## src/verilog/roadf_pkg.sv

```systemverilog
package roadf_pkg;

    // SDRAM is addressed in 16-bit words
    localparam int sdram_aw = 22;
    // Download stream is addressed in bytes
    localparam int ioctl_aw = 25;

    // SDRAM map in words
    // Main CPU ROM sits at word 0, 64kB
    localparam logic [sdram_aw-1:0] snd_start = 22'h00_8000; // 8kB sound CPU ROM
    localparam logic [sdram_aw-1:0] scr_start = 22'h00_9000; // 32kB scroll tiles

    // First byte past the scroll region in the download stream
    // Colour PROMs from here on never reach the SDRAM
    localparam logic [ioctl_aw-1:0] prom_start = 25'h01_A000;

    // ROM payloads as seen by each client
    typedef logic [ 7:0] cpu_data_t;   // One opcode or operand byte
    typedef logic [31:0] scr_data_t;   // Eight 4bpp pixels of a tile row

endpackage

```

## src/verilog/roadf_frac_cen.sv

```systemverilog
`timescale 1ns/100ps

module roadf_frac_cen(
    input        clk,
    input        rst,
    input        vsync60,   // Selects the 60Hz pixel rate
    output logic pxl2_cen,
    output logic pxl_cen
);

logic [9:0] n, m;
logic [9:0] acc, sum;
logic       over;
logic       tog;

// 1/4 of clk for the 60Hz timing, 32/125 for the original rate
assign n = vsync60 ? 10'd1 : 10'd32;
assign m = vsync60 ? 10'd4 : 10'd125;

assign sum  = acc + n;
assign over = sum >= m;

always_ff @(posedge clk) begin
    if (rst) begin
        acc      <= '0;
        tog      <= 1'b0;
        pxl2_cen <= 1'b0;
        pxl_cen  <= 1'b0;
    end else begin
        acc      <= over ? sum - m : sum;
        pxl2_cen <= over;
        // Half rate enable lands on every second pxl2_cen
        pxl_cen  <= over & tog;
        if (over) begin
            tog <= ~tog;
        end
    end
end

endmodule

```

## src/verilog/roadf_dwnld.sv

```systemverilog
`timescale 1ns/100ps

module roadf_dwnld #(
    parameter logic [roadf_pkg::ioctl_aw-1:0] PROM_START = '0,
    parameter logic [roadf_pkg::sdram_aw-1:0] SCR_START  = '0,
    parameter logic [roadf_pkg::sdram_aw-1:0] SCR_END    = '0
)(
    input                                   clk,
    input                                   rst,
    input                                   downloading,
    input        [roadf_pkg::ioctl_aw-1:0]  ioctl_addr,
    input        [7:0]                      ioctl_dout,
    input                                   ioctl_wr,
    input                                   sdram_ack,
    output logic [roadf_pkg::sdram_aw-1:0]  prog_addr,
    output logic [7:0]                      prog_data,
    output logic [1:0]                      prog_mask,  // Active low
    output logic                            prog_we,
    output logic                            prom_we,
    output logic                            dwnld_busy
);

import roadf_pkg::*;

logic [sdram_aw-1:0] word_addr;
logic [sdram_aw-1:0] scr_addr;
logic [ioctl_aw-1:0] prom_ofs;
logic                is_prom;
logic                is_scr;

assign word_addr = ioctl_addr[sdram_aw:1];
assign prom_ofs  = ioctl_addr - PROM_START;
assign is_prom   = ioctl_addr >= PROM_START;
assign is_scr    = word_addr >= SCR_START && word_addr < SCR_END;

// Scroll tiles are stored with the row halves interleaved
assign scr_addr = { word_addr[sdram_aw-1:4], word_addr[2:0], ~word_addr[3] };

assign dwnld_busy = downloading;

// Payload of the write, loaded on every byte
always_ff @(posedge clk) begin
    if (ioctl_wr) begin
        prog_data <= ioctl_dout;
        // Byte swap, so even bytes go to the upper half
        prog_mask <= { ioctl_addr[0], ~ioctl_addr[0] };
        if (is_prom) begin
            prog_addr <= prom_ofs[sdram_aw-1:0];   // Offset inside the PROM area
        end else begin
            prog_addr <= is_scr ? scr_addr : word_addr;
        end
    end
end

always_ff @(posedge clk) begin
    if (rst) begin
        prog_we <= 1'b0;
        prom_we <= 1'b0;
    end else begin
        prom_we <= ioctl_wr & is_prom; // Single cycle strobe
        if (ioctl_wr && !is_prom) begin
            prog_we <= 1'b1;
        end else if (sdram_ack) begin
            prog_we <= 1'b0;           // SDRAM took it
        end
    end
end

// Stream must leave time for the SDRAM to take each byte before the PROMs start
a_we_excl: assert property (@(posedge clk) disable iff (rst) !(prog_we && prom_we));

endmodule

```

## src/verilog/roadf_rom_slot.sv

```systemverilog
`timescale 1ns/100ps

module roadf_rom_slot #(
    parameter int                             AW     = 16,
    parameter logic [roadf_pkg::sdram_aw-1:0] OFFSET = '0,
    parameter type                            data_t = logic [7:0]
)(
    input                                   clk,
    input                                   rst,
    // Client side
    input                                   cs,
    input        [AW-1:0]                   addr,
    output data_t                           data,
    output logic                            ok,
    // Arbiter side
    output logic                            req,
    output logic [roadf_pkg::sdram_aw-1:0]  req_addr,
    input                                   gnt,
    input        [15:0]                     data_read,
    input                                   data_dst,
    input                                   data_rdy
);

import roadf_pkg::*;

localparam int DW = $bits(data_t);
localparam int NI = 32 / DW;       // Items held by one 32-bit line

logic [AW-1:0] line_idx;
logic [AW-1:0] item;
logic [AW-1:0] tag, pend_tag;
logic [31:0]   line;
logic [15:0]   first;      // Lower word while the second one is on its way
logic          valid;
logic          hit;

assign line_idx = addr / AW'(NI);
assign item     = addr % AW'(NI);

assign hit  = valid && tag == line_idx;
assign ok   = cs && hit;
assign data = data_t'(line >> (DW * item));

// Miss goes to the arbiter, two SDRAM words per line
assign req      = cs && !hit;
assign req_addr = OFFSET + sdram_aw'({ line_idx, 1'b0 });

always_ff @(posedge clk) begin
    // Tracks the address until the arbiter takes it
    if (!gnt) begin
        pend_tag <= line_idx;
    end
    if (gnt && data_dst) begin
        if (data_rdy) begin
            line <= { data_read, first };
        end else begin
            first <= data_read;
        end
    end
end

always_ff @(posedge clk) begin
    if (rst) begin
        valid <= 1'b0;
        tag   <= '0;
    end else if (gnt && data_rdy) begin
        valid <= 1'b1;
        tag   <= pend_tag;
    end
end

a_ok_valid: assert property (@(posedge clk) disable iff (rst) ok |-> valid);

endmodule

```

## src/verilog/roadf_rom_arb.sv

```systemverilog
`timescale 1ns/100ps

module roadf_rom_arb(
    input                                   clk,
    input                                   rst,
    input                                   downloading,
    input                                   main_req,
    input        [roadf_pkg::sdram_aw-1:0]  main_addr,
    input                                   snd_req,
    input        [roadf_pkg::sdram_aw-1:0]  snd_addr,
    input                                   scr_req,
    input        [roadf_pkg::sdram_aw-1:0]  scr_addr,
    output logic                            main_gnt,
    output logic                            snd_gnt,
    output logic                            scr_gnt,
    output logic                            sdram_req,
    output logic [roadf_pkg::sdram_aw-1:0]  sdram_addr,
    input                                   sdram_ack,
    input                                   data_rdy
);

import roadf_pkg::*;

typedef enum logic [1:0] {
    st_idle,
    st_req,
    st_xfer
} state_t;

state_t              st;
logic [2:0]          pick;
logic [sdram_aw-1:0] pick_addr;

// Main CPU first, then sound, then scroll
always_comb begin
    pick      = 3'b000;
    pick_addr = scr_addr;
    if (main_req) begin
        pick      = 3'b001;
        pick_addr = main_addr;
    end else if (snd_req) begin
        pick      = 3'b010;
        pick_addr = snd_addr;
    end else if (scr_req) begin
        pick = 3'b100;
    end
end

always_ff @(posedge clk) begin
    if (st == st_idle) begin
        sdram_addr <= pick_addr;
    end
end

always_ff @(posedge clk) begin
    if (rst) begin
        st        <= st_idle;
        sdram_req <= 1'b0;
        { scr_gnt, snd_gnt, main_gnt } <= 3'b000;
    end else begin
        case (st)
            st_idle: begin
                // No new reads while the ROMs are being loaded
                if (!downloading && pick != 3'b000) begin
                    st        <= st_req;
                    sdram_req <= 1'b1;
                    { scr_gnt, snd_gnt, main_gnt } <= pick;
                end
            end
            st_req: begin
                if (sdram_ack) begin
                    st        <= st_xfer;
                    sdram_req <= 1'b0;
                end
            end
            st_xfer: begin
                if (data_rdy) begin   // Second word is in
                    st <= st_idle;
                    { scr_gnt, snd_gnt, main_gnt } <= 3'b000;
                end
            end
            default: st <= st_idle;
        endcase
    end
end

a_one_gnt: assert property (@(posedge clk) disable iff (rst)
    $onehot0({ main_gnt, snd_gnt, scr_gnt }));

endmodule

```

## src/verilog/roadf_game.sv

```systemverilog
`timescale 1ns/100ps

module roadf_game #(
    parameter int MAIN_AW = 16,
    parameter int SND_AW  = 13,
    parameter int SCR_AW  = 13
)(
    input                                   clk,
    input                                   rst,
    input                                   vsync60,
    output                                  pxl2_cen,
    output                                  pxl_cen,
    // ROM download
    input                                   downloading,
    output                                  dwnld_busy,
    input        [roadf_pkg::ioctl_aw-1:0]  ioctl_addr,
    input        [7:0]                      ioctl_dout,
    input                                   ioctl_wr,
    output       [roadf_pkg::sdram_aw-1:0]  prog_addr,
    output       [7:0]                      prog_data,
    output       [1:0]                      prog_mask,
    output                                  prog_we,
    output                                  prom_we,
    // Main CPU ROM
    input                                   main_cs,
    input        [MAIN_AW-1:0]              main_addr,
    output roadf_pkg::cpu_data_t            main_data,
    output                                  main_ok,
    // Sound CPU ROM
    input                                   snd_cs,
    input        [SND_AW-1:0]               snd_addr,
    output roadf_pkg::cpu_data_t            snd_data,
    output                                  snd_ok,
    // Scroll ROM
    input                                   scr_cs,
    input        [SCR_AW-1:0]               scr_addr,
    output roadf_pkg::scr_data_t            scr_data,
    output                                  scr_ok,
    // SDRAM
    output                                  sdram_req,
    output       [roadf_pkg::sdram_aw-1:0]  sdram_addr,
    input                                   sdram_ack,
    input                                   data_dst,
    input                                   data_rdy,
    input        [15:0]                     data_read
);

import roadf_pkg::*;

// Each scroll address covers two SDRAM words
localparam logic [sdram_aw-1:0] scr_end = scr_start + (sdram_aw'(1) << (SCR_AW + 1));

logic                main_req, snd_req, scr_req;
logic                main_gnt, snd_gnt, scr_gnt;
logic [sdram_aw-1:0] main_raddr, snd_raddr, scr_raddr;

roadf_frac_cen u_cen(
    .clk        ( clk       ),
    .rst        ( rst       ),
    .vsync60    ( vsync60   ),
    .pxl2_cen   ( pxl2_cen  ),
    .pxl_cen    ( pxl_cen   )
);

roadf_dwnld #(
    .PROM_START ( prom_start ),
    .SCR_START  ( scr_start  ),
    .SCR_END    ( scr_end    )
) u_dwnld(
    .clk         ( clk          ),
    .rst         ( rst          ),
    .downloading ( downloading  ),
    .ioctl_addr  ( ioctl_addr   ),
    .ioctl_dout  ( ioctl_dout   ),
    .ioctl_wr    ( ioctl_wr     ),
    .sdram_ack   ( sdram_ack    ),
    .prog_addr   ( prog_addr    ),
    .prog_data   ( prog_data    ),
    .prog_mask   ( prog_mask    ),
    .prog_we     ( prog_we      ),
    .prom_we     ( prom_we      ),
    .dwnld_busy  ( dwnld_busy   )
);

roadf_rom_slot #(.AW(MAIN_AW), .OFFSET('0), .data_t(cpu_data_t)) u_main(
    .clk       ( clk        ),
    .rst       ( rst        ),
    .cs        ( main_cs    ),
    .addr      ( main_addr  ),
    .data      ( main_data  ),
    .ok        ( main_ok    ),
    .req       ( main_req   ),
    .req_addr  ( main_raddr ),
    .gnt       ( main_gnt   ),
    .data_read ( data_read  ),
    .data_dst  ( data_dst   ),
    .data_rdy  ( data_rdy   )
);

roadf_rom_slot #(.AW(SND_AW), .OFFSET(snd_start), .data_t(cpu_data_t)) u_snd(
    .clk       ( clk        ),
    .rst       ( rst        ),
    .cs        ( snd_cs     ),
    .addr      ( snd_addr   ),
    .data      ( snd_data   ),
    .ok        ( snd_ok     ),
    .req       ( snd_req    ),
    .req_addr  ( snd_raddr  ),
    .gnt       ( snd_gnt    ),
    .data_read ( data_read  ),
    .data_dst  ( data_dst   ),
    .data_rdy  ( data_rdy   )
);

roadf_rom_slot #(.AW(SCR_AW), .OFFSET(scr_start), .data_t(scr_data_t)) u_scr(
    .clk       ( clk        ),
    .rst       ( rst        ),
    .cs        ( scr_cs     ),
    .addr      ( scr_addr   ),
    .data      ( scr_data   ),
    .ok        ( scr_ok     ),
    .req       ( scr_req    ),
    .req_addr  ( scr_raddr  ),
    .gnt       ( scr_gnt    ),
    .data_read ( data_read  ),
    .data_dst  ( data_dst   ),
    .data_rdy  ( data_rdy   )
);

roadf_rom_arb u_arb(
    .clk         ( clk          ),
    .rst         ( rst          ),
    .downloading ( downloading  ),
    .main_req    ( main_req     ),
    .main_addr   ( main_raddr   ),
    .snd_req     ( snd_req      ),
    .snd_addr    ( snd_raddr    ),
    .scr_req     ( scr_req      ),
    .scr_addr    ( scr_raddr    ),
    .main_gnt    ( main_gnt     ),
    .snd_gnt     ( snd_gnt      ),
    .scr_gnt     ( scr_gnt      ),
    .sdram_req   ( sdram_req    ),
    .sdram_addr  ( sdram_addr   ),
    .sdram_ack   ( sdram_ack    ),
    .data_rdy    ( data_rdy     )
);

endmodule

```

## config.mk

```make
export PLATFORM = sky130hd
export DESIGN_NAME = roadf_game
export DESIGN_NICKNAME = d
export VERILOG_FILES = /design/src/verilog/roadf_pkg.sv /design/src/verilog/roadf_frac_cen.sv /design/src/verilog/roadf_dwnld.sv /design/src/verilog/roadf_rom_slot.sv /design/src/verilog/roadf_rom_arb.sv /design/src/verilog/roadf_game.sv
export SDC_FILE = /design/constraint.sdc
export NUM_CORES = 1
export LEC_CHECK = 0
export BUFFER_PORTS_ARGS = -buffer_cell sky130_fd_sc_hd__buf_2
export CAP_MARGIN = 5
export CORE_UTILIZATION = 37
export CTS_CLUSTER_DIAMETER = 50
export DETAILED_ROUTE_END_ITERATION = 10
export GPL_TIMING_DRIVEN = 0
export SYNTH_ARGS = -nofsm -noshare
export SYNTH_HDL_FRONTEND = slang
export SYNTH_SLANG_ARGS = --single-unit
```

## constraint.sdc

```tcl
create_clock -name clk -period 2.5 [get_ports clk]
set_clock_uncertainty 0.1 [all_clocks]
set_input_delay 0.25 -clock clk [delete_from_list [all_inputs] [get_ports clk]]
set_output_delay 0.25 -clock clk [all_outputs]
set_load 0.05 [all_outputs]
```

# --- After elaboration in Yosys (flattened, before gate mapping) ---
# Cells that the tools add are included.
totals:
  inputBits: 102
  word_cells: 118
  regBits: 293
op_classes:
  mux: 25
  shifts: 2
  eq_ne: 8
  n_addsub: 5
  bitwise_logic: 6
  order_cmp: 4
  reduce_logical: 37
ops:
  columns: ["cell", "count"]
  rows:
  - ["32-bit by 5-bit >> shifter with 8-bit output", 2]
  - ["25-bit by 17-bit greater-or-equal comparator with 1-bit output, second input constant", 1]
  - ["22-bit by 16-bit greater-or-equal comparator with 1-bit output, second input constant", 1]
  - ["22-bit by 16-bit less-than comparator with 1-bit output, second input constant", 1]
  - ["22-bit 2-to-1 mux", 1]
  - ["22-bit by 17-bit subtractor with 22-bit output, second input constant", 1]
  - ["1-bit logical AND", 18]
  - ["16-bit by 12-bit adder with 17-bit output, first input constant", 1]
  - ["16-bit by 14-bit adder with 17-bit output, first input constant", 1]
  - ["17-bit 2-to-1 mux", 1]
  - ["15-bit 2-to-1 mux", 1]
  - ["14-bit == test", 1]
  - ["13-bit == test", 1]
  - ["2-bit AND reduction", 6]
  - ["11-bit == test", 1]
  - ["10-bit adder", 1]
  - ["10-bit greater-or-equal comparator", 1]
  - ["10-bit 2-to-1 mux", 1]
  - ["10-bit subtractor", 1]
  - ["3-bit 2-to-1 mux", 3]
  - ["3-bit AND reduction", 3]
  - ["1-bit one-hot mux with 2 select lines", 4]
  - ["1-bit 2-to-1 mux", 7]
  - ["7-bit 2-to-1 mux", 1]
  - ["other kinds (13)", 27]

# --- Logic depth before layout (Yosys ltp) ---
depth:
  depth_word: 11
  mapped_depth: 13

# --- Hierarchy ---
# Synthesis repeated with hierarchy kept, for this count alone.
hier_totals:
  cells_unflattened: 885
  area_unflattened_um2: 12434.4
by_module_without_submodules:
  columns: ["module", "area_each_um2", "seq_area_each_um2", "cells_each", "n_inst"]
  rows:
  - ["roadf_rom_slot at u_main", 2926.6, 2162.1, 185, 1]
  - ["roadf_rom_slot at u_snd", 2703.8, 2011.9, 166, 1]
  - ["roadf_rom_slot at u_scr", 2653.8, 2112.0, 168, 1]
  - ["roadf_dwnld", 1529.0, 1001.0, 103, 1]
  - ["roadf_rom_arb", 1440.1, 780.7, 125, 1]
  - ["roadf_frac_cen", 1181.1, 260.2, 138, 1]

# --- Least setup slack after synthesis ---
# No wires, ideal clock.
synth_path:
  kind: "input to register"
  startpoint: "in vsync60"
  endpoint: "reg u_cen.acc[2]"
  cell_stages: 13
  t_arrival_ns: 2.536
  path_slack_ns: -0.214
  t_required_ns: 2.322
  path_buffers: 1
  cell_sequence: "inv_1 > ha_1 > and4_1 > a21oi_1 > xnor2_1 > ha_1 > nand4b_1 > nor4b_1 > nor3_1 > and4_1 > buf_2 > o21a_1 > nor3_1"
synth_between:
  elab_chain_cells: 4
  elab_cells_between_ends: 6
  classes_between: "2 x add/sub; 1 x order compare; 3 x mux"
synth_rtl:
  columns: ["element", "line_no", "text"]
  rows:
  - ["start: declaration", "roadf_game.sv:10", "input vsync60,"]
  - ["6-bit 2-to-1 mux", "roadf_frac_cen.sv:17", "assign n = vsync60 ? 10'd1 : 10'd32;"]
  - ["10-bit adder", "roadf_frac_cen.sv:20", "assign sum = acc + n;"]
  - ["10-bit subtractor / 10-bit greater-or-equal comparator (equally long branches)", "roadf_frac_cen.sv:30, roadf_frac_cen.sv:21", null]
  - ["10-bit 2-to-1 mux *", "roadf_frac_cen.sv:30", "acc <= over ? sum - m : sum;"]
  - ["end signal: assignment", "roadf_frac_cen.sv:30", null]
  - ["end: declaration", "roadf_frac_cen.sv:12", "logic [9:0] acc, sum;"]
# Mark *: on every way between the ends. The rest lies on a longest branch, timed or not.
# A chain may end at the register's enable or synchronous reset.

# --- Worst setup path after layout ---
layout_path:
  startpoint: "reg u_cen.acc[5]"
  endpoint: "reg u_cen.acc[9]"
layout_between:
  elab_chain_cells: 3
  elab_cells_between_ends: 4
  classes_between: "2 x add/sub; 1 x order compare; 1 x mux"
layout_rtl:
  columns: ["element", "line_no"]
  rows:
  - ["10-bit adder *", "roadf_frac_cen.sv:20"]
  - ["10-bit subtractor / 10-bit greater-or-equal comparator (equally long branches)", "roadf_frac_cen.sv:30, roadf_frac_cen.sv:21"]
  - ["10-bit 2-to-1 mux *", "roadf_frac_cen.sv:30"]
# Marked as above.

==> key figures <==
Run status
  – Status: complete, but fails checks
  – Failing checks: setup timing

STA
  – Rel. slew slack: 0.337
  – Setup tns final: -1.06 ns
  – Slew @ Worst Pin: 0.995 ns
  – Final setup violating endpoints: 12
  – Post-route setup slack: -0.140 ns
  – Post-route minimum period: 2.64 ns
  – RSZ-0062 raised after global routing: yes
  – Max Fclk: 379 MHz
  – Final-report hold violation count: 0
  – Period Utilization, post-route: 1.06
  – Final Max Tran Viols: 0

Synth
  – Post-synthesis sequential area ratio: 0.723
  – Post-synthesis compound-gate area fraction: 0.0471
  – Main synth FF type: edfxtp_1
  – EDFF count, synth: 229
  – Mux cell area share after synthesis: 0.0591
  – Seq cells post-synth: 291
  – Synth Area in Adders: 0.0134
  – XOR/XNOR share of the synthesized area: 0.0437
  – Main combinational cell family by area after synthesis: simple AND/OR/NAND/NOR gates
  – Mapped cell area: 0.0112 sq mm
  – Post-synthesis cell type count: 54
  – Syn avg cell area: 14.6 sq um
  – Ys async rst share: 0
  – Simple-gate share of the synthesized area: 0.0921
  – Synth warn: 0
  – Mapped Cells: 767

Min path
  – Worst hold path type: in -> reg
  – Hold Path Depth: 3
  – Hold Path End: u_dwnld.prog_addr[13]
  – Launch point of the worst hold path: ioctl_addr[14]

GRT
  – Vias in the first global route: 7207
  – Global-route usage over all layers: 0.165
  – Initial antenna violation count: 1
  – Largest net degree at the start of global routing: 35
  – First-pass GRT wire length: 39000 um
  – Overflow after GRT: 0

Pwr
  – PD cells: 838 mW/mm^2
  – Leak: 5.54 nW
  – VDD IR-drop max: 0.000771 V

Placement
  – # port buffers: 201
  – DP HPWL: 17200 um
  – GPL Wtd Cong: 0.791
  – DP Area: 0.0128 sq mm
  – Minimum setup slack after placement: -0.617 ns

CTS
  – TritonCTS clock tree: built
  – CTS Sinks: 291
  – CTS Root Cell: clkbuf_16
  – TritonCTS buffer count: 37
  – Clk buf depth: 3
  – CTS H-tree lvls: 2
  – Clock transition at the registers of the reported paths: 0.05 ns
  – Clk_lat worst skew: 0.51 ns

Routing
  – Drt total wl: 25700 um
  – WL/cell: 16.9 um
  – Drt pass-1 iters: 5
  – Via count: 7295
  – Vias per cell: 4.80
  – DR DRC count: 0
  – DR iter-0 viols: 421
  – Post-route ant nets: 0

Final layout
  – Layout cells sized above 1: 0.299
  – Area growth from synthesis to layout: 33.4%
  – Design area: 0.0150 sq mm
  – Final #Nets: 1219
  – Layout filler cell count: 2537

Die
  – # IOs: 213
  – Initial Utilization: 0.378
  – Die width: 176 um
  – Core area: 0.0297 sq mm
  – FP Rows: 63
  – Die ar.: 0.0311 sq mm
  – Die Ht: 176 um

Setup path
  – Startpoint types: flip-flop
  – WP data required: 2.79 ns
  – FF-to-FF Start: u_cen.acc[5]
  – Critical path type: reg -> reg
  – CP Max Fanout: 5
  – CP dominant cell by count: buf_4
  – FF-to-FF path depth: 9
  – Critical Path Sink Type: flip-flop
  – Critical path's slowest cell: o311a_1
  – R2r endpoint: u_cen.acc[9]
  – Flop-to-flop setup slack: -0.14 ns
  – Worst EP arrival: 2.93 ns
  – CP Cell Sequence: ha_4, buf_4, nand4_1, o311a_1, nor3_1, and4_4, buf_4, and4b_1, o21a_1
  – Largest stage delay, worst path: 0.37 ns

Job
  – Max cap viols: 0
[synth_stat cells (all sizes together), types with 2 or more instances]
master / n / area, sq um
nand3b: 2 / 15.0
mux2: 11 / 124
mux4: 16 / 360
buf: 17 / 104
mux2i: 18 / 180
clkbuf: 18 / 67.6
nand2: 107 / 402
nand4: 11 / 68.8
and3: 4 / 25.0
o21ai: 20 / 100
or3: 3 / 18.8
nand2b: 4 / 25.0
nor2: 32 / 120
xnor2: 51 / 447
nor4: 9 / 56.3
xor2: 5 / 43.8
nor3: 10 / 50.1
o21a: 2 / 15.0
nor2b: 7 / 43.8
a22o: 5 / 43.8
inv: 19 / 71.3
o41ai: 2 / 17.5
and4: 2 / 17.5
dfxtp: 62 / 1240
or4: 2 / 18.8
and2: 10 / 62.6
ha: 12 / 150
nand4b: 3 / 26.3
nor3b: 2 / 15.0
nand3: 7 / 35.0
edfxtp: 229 / 6880
a21oi: 49 / 245
[layout make-up]
type	instances	area, sq um	area share
clock buffers	41	941	0.0628
inverters	19	71.3	0.00476
multi-input cells	428	3100	0.207
well taps	390	488	0.0326
diodes	1	2.50	0.000167
repair buffers	293	1920	0.128
flip-flops and latches	291	8120	0.542
plain buffers	35	193	0.0129
clock inverters	23	158	0.0105
[per-stage QoR]
| step | total power, mW | hold WS, ns | cells | utilization |
|---|---|---|---|---|
| detailed placement | 7.53 | 0.305 | 1365 | 0.432 |
| global route | 13.1 | 0.0209 | 1521 | 0.504 |
| finish | 12.6 | 0.0253 | 1521 | 0.504 |
| floorplan | 7.02 | 0.230 | 773 | - |
| global placement | 7.51 | 0.301 | 1364 | 0.431 |
| CTS | 12.5 | 0.00723 | 1514 | 0.499 |
[cell usage in the layout, fill, tap and decap left out, types with 8 or more instances in the layout]
cell / netlist / routed
clkinv_1: 0 / 8
dlygate4sd3_1: 0 / 78
nor3_1: 10 / 10
nor2_1: 32 / 31
mux2i_1: 18 / 18
xnor2_1: 51 / 46
buf_4: 8 / 21
inv_1: 19 / 19
clkbuf_1: 18 / 19
dfxtp_1: 62 / 60
a21oi_1: 49 / 47
buf_2: 2 / 201
clkbuf_16: 0 / 37
nand4_1: 11 / 11
o21ai_0: 20 / 17
edfxtp_1: 229 / 229
mux4_2: 16 / 16
nand2_1: 107 / 107
[worst max-delay path: cells and delay by family, from the launching register on]
family | cells | cell delay [ns]
flops | 1 | 0.32
fa+ha+maj | 1 | 0.26
simple gates | 4 | 1.09
buf+inv | 2 | 0.23
compound gates | 2 | 0.53
[logic make-up (layout without fill, tap and decap cells)]
kind of cell             Yosys count  count (layout)
flip-flops                       291             291
AND/OR/NAND/NOR                  219             219
AO/OA/AOI/OAI                     89              89
XOR/XNOR                          56              56
buffers and inverters             54             411
multiplexers                      45              45
adder cells (fa/ha/maj)           12              12
other                              1               8
[registers in the layout (all words and copies together) (netlist names), 2 cells and up]
signal	count
u_arb.sdram_addr	15
u_arb.st	2
u_cen.acc	10
u_dwnld.prog_addr	22
u_dwnld.prog_data	8
u_dwnld.prog_mask	2
u_main.first	16
u_main.line	32
u_main.pend_tag	14
u_main.tag	14
u_scr.first	16
u_scr.line	32
u_scr.pend_tag	13
u_scr.tag	13
u_snd.first	16
u_snd.line	32
u_snd.pend_tag	11
u_snd.tag	11
[what timing repair did]
item / 4_1_cts / 5_1_grt
pin swaps: 5 / 8
endpoints found under the hold margin: 171 / 0
setup buffers: 7 / 6
resized for setup: 18 / 26
setup endpoints to repair: 30 / 36
hold buffers: 78 / 0
[metal layers]
metal  track usage  wire [um]  vias to the layer above
li1              -          -                     3492
met1         0.214      11200                     3534
met2         0.275      12700                      226
met3        0.0310       1240                       43
met4        0.0576        612                        0
met5             0          0                        -
[how the worst max path moves through the flow]
stage / end / startpoint / slack (ns) / cells after the start
2_1_floorplan: u_dwnld.prog_addr[1] / ioctl_addr[18] / -0.20 / 6
3_3_place_gp: u_cen.acc[6] / vsync60 / -0.60 / 14
3_5_place_dp: u_cen.acc[0] / vsync60 / -0.62 / 14
4_1_cts: u_cen.acc[6] / u_cen.acc[0] / -0.16 / 12
5_1_grt: u_cen.acc[2] / u_cen.acc[0] / -0.28 / 12
6_report: u_cen.acc[9] / u_cen.acc[5] / -0.14 / 9
[power breakdown]
group	internal, mW	leakage (nW)	switching, mW	total [mW]
sequential	5.49	2.67	0.128	5.62
clock	2.82	0.526	1.93	4.75
combinational	0.916	2.34	1.28	2.20
total	9.23	5.54	3.34	12.6
Power figures use the tool's default switching activity.
